### src/logic/rename_pkg.sv
`default_nettype none

package rename_pkg;

    // ~~~~~~~~~~~~~~~~~~~~~~~~~~~~~~~~~~~~~~~~~~~~~~~~~~~~~~~~~~~~~~~~~~
    // Sizes
    // ~~~~~~~~~~~~~~~~~~~~~~~~~~~~~~~~~~~~~~~~~~~~~~~~~~~~~~~~~~~~~~~~~~
    localparam int ARCH_REGS     = 32;
    localparam int PHYS_REGS     = 64;
    localparam int AREG_W        = 5;
    localparam int PREG_W        = 6;
    localparam int IMM_W         = 32;
    localparam int PC_W          = 30;
    localparam int PACK_W        = 4;
    localparam int RENAME_WIDTH  = 2;
    localparam int FREE_AT_RESET = PHYS_REGS - ARCH_REGS;

    typedef enum logic [3:0] {
        ALU_ADD  = 4'd0,
        ALU_SUB  = 4'd1,
        ALU_AND  = 4'd2,
        ALU_OR   = 4'd3,
        ALU_XOR  = 4'd4,
        ALU_SLL  = 4'd5,
        ALU_SRL  = 4'd6,
        ALU_SRA  = 4'd7,
        ALU_SLT  = 4'd8,
        ALU_SLTU = 4'd9
    } alu_op_e;

    typedef enum logic [1:0] {
        SKID_EMPTY = 2'd0,
        SKID_ONE   = 2'd1,
        SKID_TWO   = 2'd2
    } skid_state_e;

    // ~~~~~~~~~~~~~~~~~~~~~~~~~~~~~~~~~~~~~~~~~~~~~~~~~~~~~~~~~~~~~~~~~~
    // Packets
    // ~~~~~~~~~~~~~~~~~~~~~~~~~~~~~~~~~~~~~~~~~~~~~~~~~~~~~~~~~~~~~~~~~~
    typedef struct packed {
        logic              valid;
        alu_op_e           opcode;
        logic [AREG_W-1:0] rs1;
        logic [AREG_W-1:0] rs2;
        logic [AREG_W-1:0] rd;
        logic              uses_imm;
        logic [IMM_W-1:0]  imm;
        logic              writes_rd;
    } uop_t;

    typedef struct packed {
        uop_t [RENAME_WIDTH-1:0] uop;
        logic [PC_W-1:0]         pc;
    } bundle_t;

    typedef struct packed {
        logic              valid;
        alu_op_e           opcode;
        logic [PREG_W-1:0] prs1;
        logic [PREG_W-1:0] prs2;
        logic [PREG_W-1:0] prd;
        logic              uses_imm;
        logic [IMM_W-1:0]  imm;
        logic [PACK_W:0]   rob_id;   // Pack, then slot bit
    } dispatch_t;

    typedef struct packed {
        logic              valid;
        logic              allocated;
        logic [AREG_W-1:0] arch_rd;
        logic [PREG_W-1:0] old_prd;
        logic [PREG_W-1:0] new_prd;
    } retire_t;

    typedef struct packed {
        logic              valid;
        logic              allocated;
        logic [AREG_W-1:0] arch_rd;
        logic [PREG_W-1:0] new_prd;
        logic [PREG_W-1:0] old_prd;
    } commit_t;

endpackage

`default_nettype wire

### src/logic/rename_skid.sv
`timescale 1ns/1ps
`default_nettype none

module rename_skid import rename_pkg::*; (
    input  wire logic    cpu_clock_i,
    input  wire logic    arst_n_i,
    input  wire bundle_t bundle_i,
    input  wire logic    valid_i,
    output logic         busy_o,
    input  wire logic    recovery_i,
    output bundle_t      head_o,
    output logic         head_valid_o,
    input  wire logic    take_i
);

    skid_state_e state_q;
    skid_state_e state_d;
    bundle_t     head_q;
    bundle_t     spare_q;   // Second entry, filled only behind a stalled head
    logic        accept;
    logic        take;

    assign accept = valid_i & ~busy_o;
    assign take   = take_i & head_valid_o;

    always_comb begin
        state_d = state_q;
        unique case (state_q)
            SKID_EMPTY: if (accept) state_d = SKID_ONE;
            SKID_ONE: begin
                if (accept && !take) state_d = SKID_TWO;
                else if (!accept && take) state_d = SKID_EMPTY;
            end
            SKID_TWO:   if (take) state_d = SKID_ONE;
            default:    state_d = SKID_EMPTY;
        endcase
        if (recovery_i) state_d = SKID_EMPTY;
    end

    always_ff @(posedge cpu_clock_i or negedge arst_n_i) begin
        if (!arst_n_i) begin
            state_q <= SKID_EMPTY;
        end else begin
            state_q <= state_d;
        end
    end

    always_ff @(posedge cpu_clock_i) begin
        if (state_q == SKID_TWO) begin
            if (take) head_q <= spare_q;   // Spare moves up
        end else if (accept && (state_q == SKID_EMPTY || take)) begin
            head_q <= bundle_i;
        end
        if (accept && state_q == SKID_ONE && !take) begin
            spare_q <= bundle_i;
        end
    end

    assign head_o       = head_q;
    assign head_valid_o = (state_q != SKID_EMPTY);
    assign busy_o       = (state_q == SKID_TWO);

endmodule

`default_nettype wire

### src/logic/spec_map_table.sv
`timescale 1ns/1ps
`default_nettype none

module spec_map_table import rename_pkg::*; (
    input  wire logic                                  cpu_clock_i,
    input  wire logic                                  arst_n_i,
    input  wire logic [3*RENAME_WIDTH-1:0][AREG_W-1:0] rd_areg_i,
    output logic      [3*RENAME_WIDTH-1:0][PREG_W-1:0] rd_preg_o,
    input  wire logic [RENAME_WIDTH-1:0]               wr_en_i,
    input  wire logic [RENAME_WIDTH-1:0][AREG_W-1:0]   wr_areg_i,
    input  wire logic [RENAME_WIDTH-1:0][PREG_W-1:0]   wr_preg_i,
    input  wire commit_t [RENAME_WIDTH-1:0]            commit_i,
    input  wire logic                                  recovery_i
);

    logic [PREG_W-1:0] spec_map     [ARCH_REGS];
    logic [PREG_W-1:0] commit_map   [ARCH_REGS];
    logic [PREG_W-1:0] commit_map_d [ARCH_REGS];

    // Read ports straight off the speculative map
    always_comb begin
        for (int i = 0; i < 3*RENAME_WIDTH; i++) begin
            rd_preg_o[i] = spec_map[rd_areg_i[i]];
        end
    end

    // Committed map after this cycle's commits, later slot last
    always_comb begin
        commit_map_d = commit_map;
        for (int s = 0; s < RENAME_WIDTH; s++) begin
            if (commit_i[s].valid && commit_i[s].allocated) begin
                commit_map_d[commit_i[s].arch_rd] = commit_i[s].new_prd;
            end
        end
    end

    // ~~~~~~~~~~~~~~~~~~~~~~~~~~~~~~~~~~~~~~~~~~~~~~~~~~~~~~~~~~~~~~~~~~
    // Map update
    // ~~~~~~~~~~~~~~~~~~~~~~~~~~~~~~~~~~~~~~~~~~~~~~~~~~~~~~~~~~~~~~~~~~
    always_ff @(posedge cpu_clock_i or negedge arst_n_i) begin
        if (!arst_n_i) begin
            for (int r = 0; r < ARCH_REGS; r++) begin
                spec_map[r]   <= PREG_W'(r);
                commit_map[r] <= PREG_W'(r);
            end
        end else begin
            commit_map <= commit_map_d;
            if (recovery_i) begin
                spec_map <= commit_map_d;   // Includes same-cycle commits
            end else begin
                for (int s = 0; s < RENAME_WIDTH; s++) begin
                    // Slot 1 issued later so it overrides slot 0
                    if (wr_en_i[s]) spec_map[wr_areg_i[s]] <= wr_preg_i[s];
                end
            end
        end
    end

endmodule

`default_nettype wire

### src/logic/free_list.sv
`timescale 1ns/1ps
`default_nettype none

module free_list import rename_pkg::*; (
    input  wire logic                                cpu_clock_i,
    input  wire logic                                arst_n_i,
    input  wire logic [RENAME_WIDTH-1:0]             pop_i,
    output logic      [RENAME_WIDTH-1:0][PREG_W-1:0] pop_preg_o,
    output logic      [PREG_W-1:0]                   avail_o,
    input  wire commit_t [RENAME_WIDTH-1:0]          commit_i,
    input  wire logic                                recovery_i
);

    logic [PREG_W-1:0]       fl_mem [PHYS_REGS];
    logic [PREG_W-1:0]       head_q;    // Speculative head
    logic [PREG_W-1:0]       chead_q;   // Committed head
    logic [PREG_W-1:0]       tail_q;
    logic [PREG_W-1:0]       head_nx1;
    logic [PREG_W-1:0]       chead_d;
    logic [PREG_W-1:0]       tail_d;
    logic [RENAME_WIDTH-1:0] push;
    logic [1:0]              n_push;
    logic [1:0]              n_pop;

    always_comb begin
        for (int s = 0; s < RENAME_WIDTH; s++) begin
            push[s] = commit_i[s].valid & commit_i[s].allocated;
        end
    end

    assign n_push = 2'(push[0]) + 2'(push[1]);
    assign n_pop  = 2'(pop_i[0]) + 2'(pop_i[1]);

    assign head_nx1 = head_q + PREG_W'(1);
    assign chead_d  = chead_q + PREG_W'(n_push);
    assign tail_d   = tail_q + PREG_W'(n_push);

    // Slot 1 takes the second entry only when slot 0 also pops
    assign pop_preg_o[0] = fl_mem[head_q];
    assign pop_preg_o[1] = pop_i[0] ? fl_mem[head_nx1] : fl_mem[head_q];

    assign avail_o = tail_q - head_q;

    // ~~~~~~~~~~~~~~~~~~~~~~~~~~~~~~~~~~~~~~~~~~~~~~~~~~~~~~~~~~~~~~~~~~
    // Storage and pointers
    // ~~~~~~~~~~~~~~~~~~~~~~~~~~~~~~~~~~~~~~~~~~~~~~~~~~~~~~~~~~~~~~~~~~
    always_ff @(posedge cpu_clock_i or negedge arst_n_i) begin
        if (!arst_n_i) begin
            for (int i = 0; i < PHYS_REGS; i++) begin
                fl_mem[i] <= PREG_W'(ARCH_REGS + i);   // Above ARCH_REGS ascending
            end
        end else begin
            if (push[0]) fl_mem[tail_q] <= commit_i[0].old_prd;
            if (push[1]) fl_mem[tail_q + PREG_W'(push[0])] <= commit_i[1].old_prd;
        end
    end

    always_ff @(posedge cpu_clock_i or negedge arst_n_i) begin
        if (!arst_n_i) begin
            head_q  <= '0;
            chead_q <= '0;
            tail_q  <= PREG_W'(FREE_AT_RESET);
        end else begin
            chead_q <= chead_d;
            tail_q  <= tail_d;
            // Rewind works because allocation order equals commit order
            if (recovery_i) head_q <= chead_d;
            else head_q <= head_q + PREG_W'(n_pop);
        end
    end

endmodule

`default_nettype wire

### src/logic/rename_bundle.sv
`timescale 1ns/1ps
`default_nettype none

module rename_bundle import rename_pkg::*; (
    input  wire bundle_t                               head_i,
    input  wire logic [3*RENAME_WIDTH-1:0][PREG_W-1:0] src_preg_i,
    input  wire logic [RENAME_WIDTH-1:0][PREG_W-1:0]   new_preg_i,
    input  wire logic [PACK_W-1:0]                     rob_pack_i,
    output logic      [3*RENAME_WIDTH-1:0][AREG_W-1:0] rd_areg_o,
    output logic      [RENAME_WIDTH-1:0]               alloc_o,
    output dispatch_t [RENAME_WIDTH-1:0]               dispatch_o,
    output retire_t   [RENAME_WIDTH-1:0]               retire_o
);

    uop_t [RENAME_WIDTH-1:0]             uop;
    logic [RENAME_WIDTH-1:0][PREG_W-1:0] prs1;
    logic [RENAME_WIDTH-1:0][PREG_W-1:0] prs2;
    logic [RENAME_WIDTH-1:0][PREG_W-1:0] prd;
    logic [RENAME_WIDTH-1:0][PREG_W-1:0] old_prd;
    logic                                hit_rs1;
    logic                                hit_rs2;
    logic                                hit_rd;

    assign uop = head_i.uop;

    // Table ports: rs1/rs2 per slot first, then the two destinations
    always_comb begin
        for (int s = 0; s < RENAME_WIDTH; s++) begin
            rd_areg_o[2*s]                = uop[s].rs1;
            rd_areg_o[2*s+1]              = uop[s].rs2;
            rd_areg_o[2*RENAME_WIDTH + s] = uop[s].rd;
            alloc_o[s] = uop[s].valid & uop[s].writes_rd & (uop[s].rd != '0);
        end
    end

    // ~~~~~~~~~~~~~~~~~~~~~~~~~~~~~~~~~~~~~~~~~~~~~~~~~~~~~~~~~~~~~~~~~~
    // Intra-bundle bypass
    // ~~~~~~~~~~~~~~~~~~~~~~~~~~~~~~~~~~~~~~~~~~~~~~~~~~~~~~~~~~~~~~~~~~
    assign hit_rs1 = alloc_o[0] && (uop[1].rs1 == uop[0].rd);
    assign hit_rs2 = alloc_o[0] && (uop[1].rs2 == uop[0].rd);
    assign hit_rd  = alloc_o[0] && (uop[1].rd == uop[0].rd);

    assign prs1[0]    = src_preg_i[0];
    assign prs2[0]    = src_preg_i[1];
    assign old_prd[0] = src_preg_i[2*RENAME_WIDTH];

    // Slot 1 must see slot 0's fresh mapping, not the table's
    assign prs1[1]    = hit_rs1 ? new_preg_i[0] : src_preg_i[2];
    assign prs2[1]    = hit_rs2 ? new_preg_i[0] : src_preg_i[3];
    assign old_prd[1] = hit_rd ? new_preg_i[0] : src_preg_i[2*RENAME_WIDTH + 1];

    // ~~~~~~~~~~~~~~~~~~~~~~~~~~~~~~~~~~~~~~~~~~~~~~~~~~~~~~~~~~~~~~~~~~
    // Packets
    // ~~~~~~~~~~~~~~~~~~~~~~~~~~~~~~~~~~~~~~~~~~~~~~~~~~~~~~~~~~~~~~~~~~
    always_comb begin
        for (int s = 0; s < RENAME_WIDTH; s++) begin
            prd[s] = alloc_o[s] ? new_preg_i[s] : '0;   // x0 stays on preg 0

            dispatch_o[s].valid    = uop[s].valid;
            dispatch_o[s].opcode   = uop[s].opcode;
            dispatch_o[s].prs1     = prs1[s];
            dispatch_o[s].prs2     = prs2[s];
            dispatch_o[s].prd      = prd[s];
            dispatch_o[s].uses_imm = uop[s].uses_imm;
            dispatch_o[s].imm      = uop[s].imm;
            dispatch_o[s].rob_id   = {rob_pack_i, 1'(s)};

            retire_o[s].valid     = uop[s].valid;
            retire_o[s].allocated = alloc_o[s];
            retire_o[s].arch_rd   = uop[s].rd;
            retire_o[s].old_prd   = old_prd[s];
            retire_o[s].new_prd   = prd[s];
        end
    end

endmodule

`default_nettype wire

### src/logic/rename_top.sv
`timescale 1ns/1ps
`default_nettype none

module rename_top import rename_pkg::*; (
    input  wire logic                        cpu_clock_i,
    input  wire logic                        arst_n_i,
    input  wire bundle_t                     bundle_i,
    input  wire logic                        valid_i,
    output logic                             rn_busy_o,
    input  wire logic [PACK_W-1:0]           rob_pack_i,
    input  wire logic                        sched_busy_i,
    input  wire logic                        rob_busy_i,
    output dispatch_t [RENAME_WIDTH-1:0]     dispatch_o,
    output retire_t   [RENAME_WIDTH-1:0]     retire_o,
    output logic      [PC_W-1:0]             retire_pc_o,
    output logic                             retire_push_o,
    input  wire commit_t [RENAME_WIDTH-1:0]  commit_i,
    input  wire logic                        recovery_i
);

    bundle_t                                 head;
    logic                                    head_valid;
    logic                                    fire;
    logic [3*RENAME_WIDTH-1:0][AREG_W-1:0]   rd_areg;
    logic [3*RENAME_WIDTH-1:0][PREG_W-1:0]   rd_preg;
    logic [RENAME_WIDTH-1:0]                 alloc;
    logic [RENAME_WIDTH-1:0]                 pop;
    logic [RENAME_WIDTH-1:0][PREG_W-1:0]     new_preg;
    logic [PREG_W-1:0]                       avail;
    dispatch_t [RENAME_WIDTH-1:0]            dispatch;

    // ~~~~~~~~~~~~~~~~~~~~~~~~~~~~~~~~~~~~~~~~~~~~~~~~~~~~~~~~~~~~~~~~~~
    // Fire gate
    // ~~~~~~~~~~~~~~~~~~~~~~~~~~~~~~~~~~~~~~~~~~~~~~~~~~~~~~~~~~~~~~~~~~
    assign fire = head_valid & ~(sched_busy_i | rob_busy_i)
                & (avail >= PREG_W'($countones(alloc)));
    assign pop  = alloc & {RENAME_WIDTH{fire}};   // Also the table write enables

    always_comb begin
        dispatch_o = dispatch;
        for (int s = 0; s < RENAME_WIDTH; s++) begin
            dispatch_o[s].valid = dispatch[s].valid & fire;
        end
    end

    assign retire_push_o = fire;
    assign retire_pc_o   = head.pc;

    rename_skid u_skid (
        .cpu_clock_i  (cpu_clock_i),
        .arst_n_i     (arst_n_i),
        .bundle_i     (bundle_i),
        .valid_i      (valid_i),
        .busy_o       (rn_busy_o),
        .recovery_i   (recovery_i),
        .head_o       (head),
        .head_valid_o (head_valid),
        .take_i       (fire)
    );

    spec_map_table u_map (
        .cpu_clock_i (cpu_clock_i),
        .arst_n_i    (arst_n_i),
        .rd_areg_i   (rd_areg),
        .rd_preg_o   (rd_preg),
        .wr_en_i     (pop),
        .wr_areg_i   (rd_areg[2*RENAME_WIDTH +: RENAME_WIDTH]),
        .wr_preg_i   (new_preg),
        .commit_i    (commit_i),
        .recovery_i  (recovery_i)
    );

    free_list u_free (
        .cpu_clock_i (cpu_clock_i),
        .arst_n_i    (arst_n_i),
        .pop_i       (pop),
        .pop_preg_o  (new_preg),
        .avail_o     (avail),
        .commit_i    (commit_i),
        .recovery_i  (recovery_i)
    );

    rename_bundle u_bundle (
        .head_i     (head),
        .src_preg_i (rd_preg),
        .new_preg_i (new_preg),
        .rob_pack_i (rob_pack_i),
        .rd_areg_o  (rd_areg),
        .alloc_o    (alloc),
        .dispatch_o (dispatch),
        .retire_o   (retire_o)
    );

endmodule

`default_nettype wire

### config.mk
export PLATFORM = sky130hd
export DESIGN_NAME = rename_top
export DESIGN_NICKNAME = d
export VERILOG_FILES = /design/src/logic/rename_pkg.sv /design/src/logic/rename_skid.sv /design/src/logic/spec_map_table.sv /design/src/logic/free_list.sv /design/src/logic/rename_bundle.sv /design/src/logic/rename_top.sv
export SDC_FILE = /design/constraint.sdc
export NUM_CORES = 2
export LEC_CHECK = 0
export BUFFER_PORTS_ARGS = -buffer_cell sky130_fd_sc_hd__buf_2
export CAP_MARGIN = 0
export CORE_UTILIZATION = 35
export DETAILED_ROUTE_END_ITERATION = 8
export GPL_TIMING_DRIVEN = 0
export PLACE_DENSITY_LB_ADDON = 0.2
export SKIP_CTS_REPAIR_TIMING = 1
export SLEW_MARGIN = 10
export SYNTH_ARGS = -nofsm -noshare
export SYNTH_HDL_FRONTEND = slang
export SYNTH_HIERARCHICAL = 1
export SYNTH_SLANG_ARGS = --single-unit
### constraint.sdc
create_clock -name cpu_clock_i -period 21.3 [get_ports cpu_clock_i]
set_input_delay 5.325 -clock cpu_clock_i [delete_from_list [all_inputs] [get_ports cpu_clock_i]]
set_output_delay 5.325 -clock cpu_clock_i [all_outputs]
set_load 0.005 [all_outputs]
==> impl_metrics.toml <==
[sta]
fin_crit_sh_pct = 71.55
maxSlewViolCount = 0
finClkSkew_ns = 0.05429
post-route-min-period_ns = 15.24
fmax_ghz = 0.06562
holdWs_ns = 0.4767
worst_pin_slew_ns = 1.400
slew_headroom_pct = 6.333
hold_viol = 0
setup-tns-final_ns = 0
setup_ws_ns = 6.060
setup_violations = 0
rsz0062_at_grt = "false"

[logic_synthesis]
syn_avg_cell_area_um2 = 11.52
yosysSeqAreaShare_pct = 40.12
yosys.cell_types.count = 94
syn_inst = 6157
synthTopCellsByCount = "o21ai_0 (518), nand2_1 (478), clkbuf_1 (450)"
yosys-top-cells-area = "dfrtp_1 (15%), mux4_2 (14%), dfstp_2 (13%), edfxtp_1 (12%), mux2_2 (5.6%)"
synth_fp_nets = 6363
ys_warn_count = 6
synth_edf_count = 276
synth_top_area_cell = "dfrtp_1"
synth-seq-cells = 1064
syn-cell-area_um2 = 70910
yosysMostFrequentCell = "o21ai_0"
synthFlopType = "dfrtp_1"
yosysTopAreaCellShare_pct = 15.35
async_flop_share_pct = 74.06

[clock_network]
cts_buffers = 135
cts_sinks = 1064
worstSkewPairLatency_ns = 0.82
cts_tree = "built"
clockBufferDepth = 3
cts-root-buf = "clkbuf_16"
htree_levels = 4
clkTransAtPathRegs_ns = 0.06

[power]
p_per_area_nw_per_um2 = 134.4
p_leak_nw = 31.06
ir_drop_mv = 0.1011

[setup_path]
startpoint_type = "input pin"
arrival_ns = 9.92
r2r-end = "u_map/spec_map[99]"
reg2regPathDepth = 20
worstSetupPathType = "input pin to output pin"
rr_startpoint = "u_free/head_q[2]"
crit_start = "rob_busy_i"
cp.required_ns = 15.98
cp_max_fo = 7
crit_path_end = "retire_o[23]"
critical_path.endpoint_type = "output pin"
rrSetupSlack_ns = 12.91

[final_layout]
fillers = 19220
syn2layout_area_growth_pct = 14.69
layout.nets = 6882
fin_area_um2 = 81320
drive_gt1_share_pct = 33.85

[routing]
first_iter_violations = 8818
firstDrtPassIters = 8
drc = 0
wirelength_mm = 381.0
avgRoutedWirePerCell_um = 40.30
drt-vias-per-instance = 6.632
ant_nets = 0
via_count = 62710

[grt]
antenna_found_initial = 26
grt_max_degree = 107
grt_pass1_wl_mm = 515.7
grt_util_all_layers_pct = 36.46
gr-total-overflow = 0
grt_pass1_vias = 60060

[place]
place_area_um2 = 76600
post-place-ws_ns = 6.231
routabilityCongestion = 1.031
dp_hpwl_mm = 290.8
port_buffers = 358

[worst_hold_path]
min_path_type = "flip-flop to flip-flop"

[job]
maxCapViolCount = 0

[floorplanning]
die_h_um = 452.1
die_width_um = 452.1
rows = 164
design.core.area_um2 = 200500
dieArea_um2 = 204400
initial_core_util_pct = 35.37
boundaryPins = 378

[outcome]
status = "complete, no violations"
==> worst min-delay path by stage <==
| stage | start | to | slack [ns] | cells past startpoint |
|---|---|---|---|---|
| after floorplan | u_free/chead_q[5] | u_free/chead_q[5] | 0.44 | 1 |
| after global placement | u_free/chead_q[5] | u_free/chead_q[5] | 0.46 | 1 |
| after detailed placement | u_free/chead_q[5] | u_free/chead_q[5] | 0.46 | 1 |
| after CTS | u_free/chead_q[5] | u_free/chead_q[5] | 0.47 | 1 |
| after global routing | u_free/chead_q[5] | u_free/chead_q[5] | 0.49 | 1 |
| final | u_free/chead_q[5] | u_free/chead_q[5] | 0.48 | 1 |
==> stage by stage <==
stage	power [mW]	utilization (%)	std cells
6_report	10.93	40.57	9455
5_1_grt	11.12	40.55	9442
4_1_cts	10.75	40.54	9442
3_5_place_dp	8.257	38.21	9195
3_3_place_gp	8.234	37.92	9171
2_1_floorplan	5.866	-	6157
==> metal layers <==
layer  vias to the layer above  part of all wire, %  GRT usage, %
met2                      4456                   44         55.35
li1                      24790                    -             -
met5                         -               0.0042             0
met1                     32340                   37         45.04
met4                         4                  8.9         26.50
met3                      1126                  9.9         9.158
==> placed cells by master (no fill, tap or decap), types with 114 or more instances in the layout <==
master and instances:
dfrtp_1 435, dfstp_2 353, o21ai_0 518, mux2i_1 354, edfxtp_1 276, mux4_2 429, a21o_1 137, clkbuf_16 137
mux2_4 125, nor3_1 174, buf_2 446, a21oi_1 150, clkbuf_1 482, mux2_2 352, nor2_1 300, buf_4 179
a311oi_1 132, a32oi_1 114, nand2_1 477, nand3_1 197
==> flip-flops by register name (all words and copies together), names as in the netlist, 6 cells and up <==
register          flops
u_map/commit_map    192
u_free/chead_q        6
u_free/fl_mem       384
u_skid/spare_q      138
u_free/tail_q         6
u_free/head_q         6
u_skid/head_o       138
u_map/spec_map      192
==> power breakdown <==
part / internal [mW] / leakage (nW) / total [mW] / switching (mW)
clock: 1.43 / 2.27 / 2.46 / 1.03
combinational: 1.79 / 16.9 / 4.99 / 3.21
sequential: 2.80 / 11.9 / 3.47 / 0.678
==> logic make-up after synthesis <==
logic type      after synthesis  share of synthesized area (%)
xor+xnor                     37                         0.4570
flops                      1064                          40.12
mux                        1338                          29.64
compound gates             1365                          12.84
other cells                   2                        0.01059
fa+ha+maj                    20                         0.3953
simple gates               1489                          10.36
buf+inv                     842                          6.165
==> critical path, cell delays in order <==
cell and delay (ns):
buf_2 0.10, nor2_1 0.56, nand2_1 0.34, nor3b_2 0.75
inv_1 0.30, nor2_1 0.65, nand4_1 0.43, o221ai_1 0.55
and2_1 0.50, buf_4 0.25, buf_2 0.13
==> cell type report <==
type	count	area (um^2)	share of cell area [%]
sequential	1064	28450	34.98
inverter	36	135.1	0.1662
tap	2656	3323	4.086
buffer	806	4239	5.213
clock buffer	190	3837	4.719
clock inverter	57	844.6	1.039
multi-input combinational	4251	38160	46.92
antenna	13	32.53	0.04000
timing repair buffer	382	2307	2.837
No activity file was read; power rests on OpenSTA's default activity.
